<file path="src/ln_pkg.sv">
`default_nettype none

package ln_pkg;

    // vector geometry
    localparam int LANES = 8;
    localparam int VEC_BEATS = 8;
    localparam int BEAT_CNT_W = $clog2(VEC_BEATS);
    localparam logic [BEAT_CNT_W-1:0] LAST_BEAT = BEAT_CNT_W'(VEC_BEATS - 1);

    // divide by the element count of one vector
    localparam int MEAN_SHIFT = $clog2(LANES * VEC_BEATS);

    // input stage plus every second adder stage is registered
    localparam int TREE_LAT = ($clog2(LANES) + 1) / 2;

    localparam int LANE_W = 8;
    localparam int SQ_W = 2 * LANE_W + 1;
    localparam int ACC_W = 32;

    typedef logic signed [LANE_W-1:0] lane_t;
    typedef lane_t [LANES-1:0] beat_t;
    typedef logic signed [SQ_W-1:0] sq_t;
    typedef logic signed [ACC_W-1:0] acc_t;

endpackage

`default_nettype wire

</file>
<file path="src/ln_adder_tree.sv">
`timescale 1ns/1ps
`default_nettype none

module ln_adder_tree #(
    parameter type elem_t = ln_pkg::lane_t
) (
    input  wire                              clk,
    input  wire                              rstn,
    input  wire elem_t [ln_pkg::LANES-1:0]   in_elems,
    input  wire                              in_vld,
    output ln_pkg::acc_t                     sum,
    output logic                             sum_vld
);

    localparam int STAGES = $clog2(ln_pkg::LANES);
    localparam int EW = $bits(elem_t);

    genvar s, j;

    generate
        for (s = 0; s < STAGES; s++) begin : g_stage
            localparam int IW = EW + s;
            localparam int N = ln_pkg::LANES >> (s + 1);

            logic signed [IW-1:0] a_in [2*N];
            logic signed [IW:0]   a_out [N];
            logic                 vld;

            if (s == 0) begin : g_in
                always_ff @(posedge clk) begin
                    if (in_vld) begin
                        for (int k = 0; k < 2 * N; k++) begin
                            a_in[k] <= in_elems[k];
                        end
                    end
                end

                always_ff @(posedge clk or negedge rstn) begin
                    if (!rstn) begin
                        vld <= 1'b0;
                    end else begin
                        vld <= in_vld;
                    end
                end
            end else if (s % 2 == 0) begin : g_reg
                // pipeline cut between stage pairs
                always_ff @(posedge clk) begin
                    if (g_stage[s-1].vld) begin
                        for (int k = 0; k < 2 * N; k++) begin
                            a_in[k] <= g_stage[s-1].a_out[k];
                        end
                    end
                end

                always_ff @(posedge clk or negedge rstn) begin
                    if (!rstn) begin
                        vld <= 1'b0;
                    end else begin
                        vld <= g_stage[s-1].vld;
                    end
                end
            end else begin : g_comb
                assign a_in = g_stage[s-1].a_out;
                assign vld = g_stage[s-1].vld;
            end

            // one bit of growth per pairwise add
            for (j = 0; j < N; j++) begin : g_add
                assign a_out[j] = a_in[2*j] + a_in[2*j+1];
            end
        end
    endgenerate

    assign sum = ln_pkg::acc_t'(g_stage[STAGES-1].a_out[0]);
    assign sum_vld = g_stage[STAGES-1].vld;

endmodule

`default_nettype wire

</file>
<file path="src/ln_beat_fifo.sv">
`timescale 1ns/1ps
`default_nettype none

module ln_beat_fifo (
    input  wire                clk,
    input  wire                rstn,
    input  wire                wr_en,
    input  wire ln_pkg::beat_t wr_data,
    input  wire                rd_en,
    output ln_pkg::beat_t      rd_data
);

    // one vector deep, so the pointers wrap on their own
    ln_pkg::beat_t mem [ln_pkg::VEC_BEATS];

    logic [ln_pkg::BEAT_CNT_W-1:0] wr_ptr;
    logic [ln_pkg::BEAT_CNT_W-1:0] rd_ptr;

    always_ff @(posedge clk or negedge rstn) begin
        if (!rstn) begin
            wr_ptr <= '0;
        end else if (wr_en) begin
            wr_ptr <= wr_ptr + 1'b1;
        end
    end

    always_ff @(posedge clk or negedge rstn) begin
        if (!rstn) begin
            rd_ptr <= '0;
        end else if (rd_en) begin
            rd_ptr <= rd_ptr + 1'b1;
        end
    end

    always_ff @(posedge clk) begin
        if (wr_en) begin
            mem[wr_ptr] <= wr_data;
        end
    end

    // registered read port
    always_ff @(posedge clk) begin
        if (rd_en) begin
            rd_data <= mem[rd_ptr];
        end
    end

endmodule

`default_nettype wire

</file>
<file path="src/ln_mean_unit.sv">
`timescale 1ns/1ps
`default_nettype none

module ln_mean_unit (
    input  wire                clk,
    input  wire                rstn,
    input  wire ln_pkg::beat_t in_data,
    input  wire                in_vld,
    output ln_pkg::lane_t      mean,
    output logic               mean_vld
);

    ln_pkg::acc_t beat_sum;
    logic         beat_sum_vld;

    ln_pkg::acc_t sum_acc;
    logic [ln_pkg::BEAT_CNT_W-1:0] sum_cnt;
    logic         sum_done;

    ln_adder_tree #(
        .elem_t(ln_pkg::lane_t)
    ) u_tree (
        .clk     (clk),
        .rstn    (rstn),
        .in_elems(in_data),
        .in_vld  (in_vld),
        .sum     (beat_sum),
        .sum_vld (beat_sum_vld)
    );

    // accumulate beat sums, flag the vector once the last one is in
    always_ff @(posedge clk or negedge rstn) begin
        if (!rstn) begin
            sum_acc <= '0;
            sum_cnt <= '0;
            sum_done <= 1'b0;
            mean_vld <= 1'b0;
        end else begin
            sum_done <= beat_sum_vld && (sum_cnt == ln_pkg::LAST_BEAT);
            mean_vld <= sum_done;
            if (sum_done) begin
                sum_acc <= '0;
                sum_cnt <= '0;
            end else if (beat_sum_vld) begin
                sum_acc <= sum_acc + beat_sum;
                sum_cnt <= sum_cnt + 1'b1;
            end
        end
    end

    // floor division by the element count
    always_ff @(posedge clk) begin
        if (sum_done) begin
            mean <= ln_pkg::lane_t'(sum_acc >>> ln_pkg::MEAN_SHIFT);
        end
    end

endmodule

`default_nettype wire

</file>
<file path="src/ln_center_unit.sv">
`timescale 1ns/1ps
`default_nettype none

module ln_center_unit (
    input  wire                clk,
    input  wire                rstn,
    input  wire ln_pkg::lane_t mean,
    input  wire                mean_vld,
    output logic               fifo_rd_en,
    input  wire ln_pkg::beat_t fifo_rd_data,
    output ln_pkg::beat_t      out_data,
    output logic               out_vld,
    output logic               out_last,
    output ln_pkg::acc_t       var_sum,
    output logic               var_vld
);

    ln_pkg::lane_t mean_q;

    logic                          draining;
    logic [ln_pkg::BEAT_CNT_W-1:0] drain_cnt;
    logic                          rd_vld;
    logic                          rd_last;

    ln_pkg::beat_t                  centered;
    ln_pkg::sq_t [ln_pkg::LANES-1:0] sq_beat;

    ln_pkg::acc_t                  sq_sum;
    logic                          sq_sum_vld;
    ln_pkg::acc_t                  var_acc;
    logic [ln_pkg::BEAT_CNT_W-1:0] sq_cnt;
    logic                          var_done;

    // x - mean, clamped to the lane range
    function automatic ln_pkg::lane_t center_lane(input ln_pkg::lane_t x,
                                                  input ln_pkg::lane_t m);
        logic signed [ln_pkg::LANE_W:0] diff;
        diff = x - m;
        if (diff > 127) begin
            return ln_pkg::lane_t'(127);
        end else if (diff < -128) begin
            return ln_pkg::lane_t'(-128);
        end
        return ln_pkg::lane_t'(diff);
    endfunction

    always_ff @(posedge clk) begin
        if (mean_vld) begin
            mean_q <= mean;
        end
    end

    // drain control, one read per cycle for a whole vector
    always_ff @(posedge clk or negedge rstn) begin
        if (!rstn) begin
            draining <= 1'b0;
            drain_cnt <= '0;
        end else if (mean_vld) begin
            draining <= 1'b1;
            drain_cnt <= '0;
        end else if (draining) begin
            drain_cnt <= drain_cnt + 1'b1;
            if (drain_cnt == ln_pkg::LAST_BEAT) begin
                draining <= 1'b0;
            end
        end
    end

    assign fifo_rd_en = draining;

    // tracks the fifo output register
    always_ff @(posedge clk or negedge rstn) begin
        if (!rstn) begin
            rd_vld <= 1'b0;
            rd_last <= 1'b0;
            out_vld <= 1'b0;
            out_last <= 1'b0;
        end else begin
            rd_vld <= draining;
            rd_last <= draining && (drain_cnt == ln_pkg::LAST_BEAT);
            out_vld <= rd_vld;
            out_last <= rd_last;
        end
    end

    always_comb begin
        for (int i = 0; i < ln_pkg::LANES; i++) begin
            centered[i] = center_lane(fifo_rd_data[i], mean_q);
        end
    end

    always_ff @(posedge clk) begin
        if (rd_vld) begin
            out_data <= centered;
        end
    end

    // squares of the registered centered beat
    always_comb begin
        for (int i = 0; i < ln_pkg::LANES; i++) begin
            sq_beat[i] = out_data[i] * out_data[i];
        end
    end

    ln_adder_tree #(
        .elem_t(ln_pkg::sq_t)
    ) u_sq_tree (
        .clk     (clk),
        .rstn    (rstn),
        .in_elems(sq_beat),
        .in_vld  (out_vld),
        .sum     (sq_sum),
        .sum_vld (sq_sum_vld)
    );

    always_ff @(posedge clk or negedge rstn) begin
        if (!rstn) begin
            var_acc <= '0;
            sq_cnt <= '0;
            var_done <= 1'b0;
            var_vld <= 1'b0;
        end else begin
            var_done <= sq_sum_vld && (sq_cnt == ln_pkg::LAST_BEAT);
            var_vld <= var_done;
            if (var_done) begin
                var_acc <= '0;
                sq_cnt <= '0;
            end else if (sq_sum_vld) begin
                var_acc <= var_acc + sq_sum;
                sq_cnt <= sq_cnt + 1'b1;
            end
        end
    end

    always_ff @(posedge clk) begin
        if (var_done) begin
            var_sum <= var_acc >>> ln_pkg::MEAN_SHIFT;
        end
    end

endmodule

`default_nettype wire

</file>
<file path="src/ln_stats_top.sv">
`timescale 1ns/1ps
`default_nettype none

module ln_stats_top (
    input  wire                clk,
    input  wire                rstn,
    input  wire ln_pkg::beat_t in_data,
    input  wire                in_vld,
    output ln_pkg::lane_t      mean,
    output logic               mean_vld,
    output ln_pkg::beat_t      out_data,
    output logic               out_vld,
    output logic               out_last,
    output ln_pkg::acc_t       var_sum,
    output logic               var_vld
);

    logic          fifo_rd_en;
    ln_pkg::beat_t fifo_rd_data;

    ln_mean_unit u_mean (
        .clk     (clk),
        .rstn    (rstn),
        .in_data (in_data),
        .in_vld  (in_vld),
        .mean    (mean),
        .mean_vld(mean_vld)
    );

    // holds the vector until the mean is known
    ln_beat_fifo u_fifo (
        .clk    (clk),
        .rstn   (rstn),
        .wr_en  (in_vld),
        .wr_data(in_data),
        .rd_en  (fifo_rd_en),
        .rd_data(fifo_rd_data)
    );

    ln_center_unit u_center (
        .clk         (clk),
        .rstn        (rstn),
        .mean        (mean),
        .mean_vld    (mean_vld),
        .fifo_rd_en  (fifo_rd_en),
        .fifo_rd_data(fifo_rd_data),
        .out_data    (out_data),
        .out_vld     (out_vld),
        .out_last    (out_last),
        .var_sum     (var_sum),
        .var_vld     (var_vld)
    );

endmodule

`default_nettype wire

</file>
<file path="config.mk">
export PLATFORM = sky130hd
export DESIGN_NAME = ln_stats_top
export DESIGN_NICKNAME = d
export VERILOG_FILES = /design/src/ln_pkg.sv /design/src/ln_adder_tree.sv /design/src/ln_beat_fifo.sv /design/src/ln_mean_unit.sv /design/src/ln_center_unit.sv /design/src/ln_stats_top.sv
export SDC_FILE = /design/constraint.sdc
export NUM_CORES = 2
export LEC_CHECK = 0
export BUFFER_PORTS_ARGS = -buffer_cell sky130_fd_sc_hd__buf_2
export CORE_MARGIN = 5
export CORE_UTILIZATION = 58
export DETAILED_ROUTE_END_ITERATION = 6
export GPL_ROUTABILITY_DRIVEN = 1
export PLACE_DENSITY = 0.78
export SLEW_MARGIN = 20
export SYNTH_ARGS = -nofsm -noshare
export SYNTH_HDL_FRONTEND = slang
export SYNTH_SLANG_ARGS = --single-unit
</file>
<file path="constraint.sdc">
create_clock -name clk -period 5.6 [get_ports clk]
set_input_delay 0.56 -clock clk [delete_from_list [all_inputs] [get_ports clk]]
set_output_delay 0.56 -clock clk [all_outputs]
set_load 0.005 [all_outputs]
</file>
==> impl.org <==
** Floorplan
- The floorplan step defined a core boundary enclosing 105,000 sq um.
- The initial utilization of the core area, before any placement, comes to 58.5%.
- Overall die width :: 336 um
- The die covers 113,000 sq um.
- In this run the vertical extent of the chip is 336 um.
- For this design the top-level I/O count stands at 175.
- The initialized floorplan defines 119 standard-cell rows.

** Yosys
- Share of flip-flops with an asynchronous set or reset after synthesis :: 7.41%
- Combined area of all synthesized cells :: 61,700 sq um
- In the synthesized netlist the dominant register cell turns out to be sky130_fd_sc_hd__edfxtp_1.
- Largest cells by area after synthesis :: sky130_fd_sc_hd__edfxtp_1 45%, sky130_fd_sc_hd__fa_1 16%, sky130_fd_sc_hd__ha_1 8.1%
- Number of enable-type register cells in the synthesized netlist :: 924
- Synthesis produced a netlist whose cell count is 4,546.
- Syn Area/Cell :: 13.6 sq um
- Number of warnings printed during yosys synthesis :: 0
- The largest total area in the synthesized netlist belongs to sky130_fd_sc_hd__edfxtp_1.
- The netlist uses 75 different library cells.
- The share of the Yosys chip area taken by registers is 48.0%.
- In this run, synthesis produced a sequential element count of 998.
- Top cell types by occurrence after synthesis :: 924 x sky130_fd_sc_hd__edfxtp_1, 641 x sky130_fd_sc_hd__inv_1, 488 x sky130_fd_sc_hd__fa_1
- In the post-synthesis netlist, the cell with the most instances is sky130_fd_sc_hd__edfxtp_1.
- Yosys top cell area share :: 45.0%

** Global routing
- The first global-routing pass estimated 205,000 um of wire.
- Pin count of the biggest net entering global routing :: 80
- The total overflow left after global routing is 0.
- Global routing consumed, over all layers together, 23.5% of the routing resources.
- Via count of the first global-routing pass :: 36,500
- The initial antenna violation count is 19.

** Worst setup path
- On the critical path the largest part of the delay comes from adder cells.
- Highest net fanout along the worst path :: 15
- STA puts the critical path data required time at 6.05 ns.
- The largest single stage delay on the critical path is 0.58 ns.
- Tracing the worst setup path back leads to its startpoint at u_center.out_data[42].
- Reg-to-reg setup timing slack :: 0.61 ns
- The worst register-to-register path ends at u_center.u_sq_tree.g_stage[0].a_in[1][31].
- By startpoint and endpoint, the worst setup path is classified as flop to flop.
- Cell count of the worst reg-to-reg path :: 16
- Traced cell by cell, the critical path runs through and2_1 > ha_1 > or2_2 > fa_1 > fa_1 > inv_1 > fa_1 > inv_1 > ha_1 > o21ai_0 > a21boi_0 > o21ai_0 > a21boi_0 > o21ai_0 > nand2_1 > o311ai_0.
- Critical Path End Type :: flop
- STA classifies the critical path startpoint as a flop.
- Data arrives at the worst endpoint at 5.44 ns.
- Critical path buffer and inverter count :: 2
- Highest-delay cell along the critical path :: sky130_fd_sc_hd__edfxtp_1
- In this run the critical register-to-register path is launched from u_center.out_data[42].

** Routing
- In the final routed layout, each cell accounts on average for 20.8 um.
- First DRT Iteration DRCs :: 2,225
- Detail-routed via count per cell :: 5.62
- Before antenna repair, the detailed router went through 5 iterations.
- In this run the remaining antenna-violating nets after routing total 0.
- Via count :: 34,900
- After detailed routing, the number of remaining DRC violations is 0.
- The final layout contains routed wiring with a total length of 130,000 um.

** Clocking
- Clk buf depth :: 3
- Number of buffers added by the clock tree synthesis step :: 98
- Once the clock tree was built, the resizer swapped 0 gates to a different size.
- Htree depth :: 3
- Clock transition at path regs :: 0.07 ns
- Clock tree synthesis found a total of 998 sinks.
- Root cell of the clock tree :: sky130_fd_sc_hd__clkbuf_16
- Worst-Skew Late Latency :: 0.70 ns
- TritonCTS built the clock tree.

** STA
- Static timing analysis puts the maximum clock frequency at 200 MHz.
- Transition time at the pin with the least slew margin :: 1.06 ns
- Setup repair after global routing left no endpoint under its margin.
- Final count of pins violating max slew :: 0
- Measured against its own limit, the worst slew margin works out to 29.1%.
- Final Critical Period :: 4.99 ns
- Final sum of negative setup slack :: 0 ns
- The clock arrives with 0.0570 ns of skew.
- Number of failing hold endpoints at the final stage :: 0
- The final critical path takes up 89.1% of the cycle.
- Setup violations remaining at the end of the flow were counted as 0.

** Min path
- Beginning of the worst hold path :: in_data[36]
- Hold Crit Endpoint :: u_mean.u_tree.g_stage[0].a_in[1][4]
- Along the worst hold path, the cell count comes to 1.
- Kind of path behind the tightest hold check :: input pin to flop

** Placed design
- The congestion estimate from routability-driven global placement came to 0.879.
- The wire-length estimate of the detail-placed layout is 93,200 um.
- Buffers placed on the I/O ports in this run total 174.

** Finish
- Compared with the post-synthesis result, the final layout area differs by 9.60%.
- Fin nets :: 5,687
- Share of post-route cells with drive strength above 1 :: 12.8%

** Status
- Result of the run :: finished, final reports clean

** Job
- # Max-Cap Violations :: 0
-- layer usage --
metal,routed length (um),track usage (%)
met2,63900,40.1
met3,8930,5.16
met5,90,0
met4,4320,6.80
met1,52300,30.6
-- flip-flops by register name (all words and copies together), names as in the netlist, 8 cells and up --
signal and cells:
u_center.mean_q 8, u_center.out_data 64, u_center.u_sq_tree.g_stage.a_in 158, u_center.var_acc 32, u_center.var_sum 26, u_fifo.mem 512, u_fifo.rd_data 64, u_mean.mean 8
u_mean.sum_acc 14, u_mean.u_tree.g_stage.a_in 84
-- per-stage QoR --
stage          instance area (sq um)  hold slack, ns  cells  setup WS, ns  utilization, %
6_report                       67600           0.140   6217         0.611            64.1
2_1_floorplan                  61700           0.264   4550        0.0297               -
4_1_cts                        67500          0.0933   6207         0.600            64.1
5_1_grt                        67600           0.116   6209         0.265            64.1
3_5_place_dp                   64100           0.359   6021         0.691            60.8
3_3_place_gp                   64100           0.338   6021         0.920            60.8
-- what timing repair did --
item / 4_1_cts / 5_1_grt
hold buffers: 1 / 0
endpoints found under the hold margin: 22 / 0
buffers inserted: 0 / 0
-- area by class of cell --
type / instances / area (sq um)
Fill cell: 7478 / 37800
Sequential cell: 998 / 29600
Multi-Input combinational cell: 2786 / 29200
Clock buffer: 117 / 2530
Inverter: 641 / 2410
Tap cell: 1391 / 1740
Timing Repair Buffer: 206 / 1180
Clock inverter: 68 / 880
Antenna cell: 10 / 25.0
-- worst max-delay path by stage --
stage / to / slack (ns) / depth (start not counted)
2_1_floorplan: u_fifo.mem[0][0] / 0.03 / 2
3_3_place_gp: u_center.u_sq_tree.g_stage[0].a_in[0][14] / 0.92 / 18
3_5_place_dp: u_center.u_sq_tree.g_stage[0].a_in[1][48] / 0.69 / 16
4_1_cts: u_center.u_sq_tree.g_stage[0].a_in[1][31] / 0.60 / 16
5_1_grt: u_center.u_sq_tree.g_stage[0].a_in[1][48] / 0.26 / 16
6_report: u_center.u_sq_tree.g_stage[0].a_in[1][31] / 0.61 / 16
-- placed cells by master, fill, tap and decap left out, types with 20 or more instances in the layout --
cell,count
sky130_fd_sc_hd__nor2_1,206
sky130_fd_sc_hd__inv_1,641
sky130_fd_sc_hd__o21ai_0,97
sky130_fd_sc_hd__a21oi_1,119
sky130_fd_sc_hd__buf_4,27
sky130_fd_sc_hd__o211ai_1,23
sky130_fd_sc_hd__clkbuf_16,98
sky130_fd_sc_hd__fa_1,488
sky130_fd_sc_hd__nand3_1,42
sky130_fd_sc_hd__a21boi_0,37
sky130_fd_sc_hd__nor3_1,38
sky130_fd_sc_hd__a31oi_1,26
sky130_fd_sc_hd__a211oi_1,20
sky130_fd_sc_hd__xnor2_1,225
sky130_fd_sc_hd__a21o_1,94
sky130_fd_sc_hd__mux2_2,75
sky130_fd_sc_hd__edfxtp_1,924
sky130_fd_sc_hd__xor2_1,37
sky130_fd_sc_hd__ha_1,401
sky130_fd_sc_hd__mux4_2,129
sky130_fd_sc_hd__and2_1,122
sky130_fd_sc_hd__nand2b_1,44
sky130_fd_sc_hd__buf_2,173
sky130_fd_sc_hd__and3_1,28
sky130_fd_sc_hd__nand2_1,194
sky130_fd_sc_hd__dfrtp_1,66
sky130_fd_sc_hd__o21a_1,21
sky130_fd_sc_hd__mux2i_1,41
sky130_fd_sc_hd__nor2b_1,69
-- cells by family (layout without fill, tap and decap cells) --
logic type                 count (synthesis)  in the layout  share of synthesized area [%]
muxes                                    245            245                           6.75
AOI/OAI and AO/OA                        556            556                           6.08
adders and majority gates                890            890                           24.0
other                                      2             16                         0.0122
DFF                                      998            998                           48.0
and+or+nand+nor                          827            827                           6.68
xor gates and xnor gates                 262            262                           3.72
buffers and inverters                    766           1032                           4.76
Power is not shown: default switching activity piles up to over one toggle a cycle in this logic, so the estimate is an artifact.
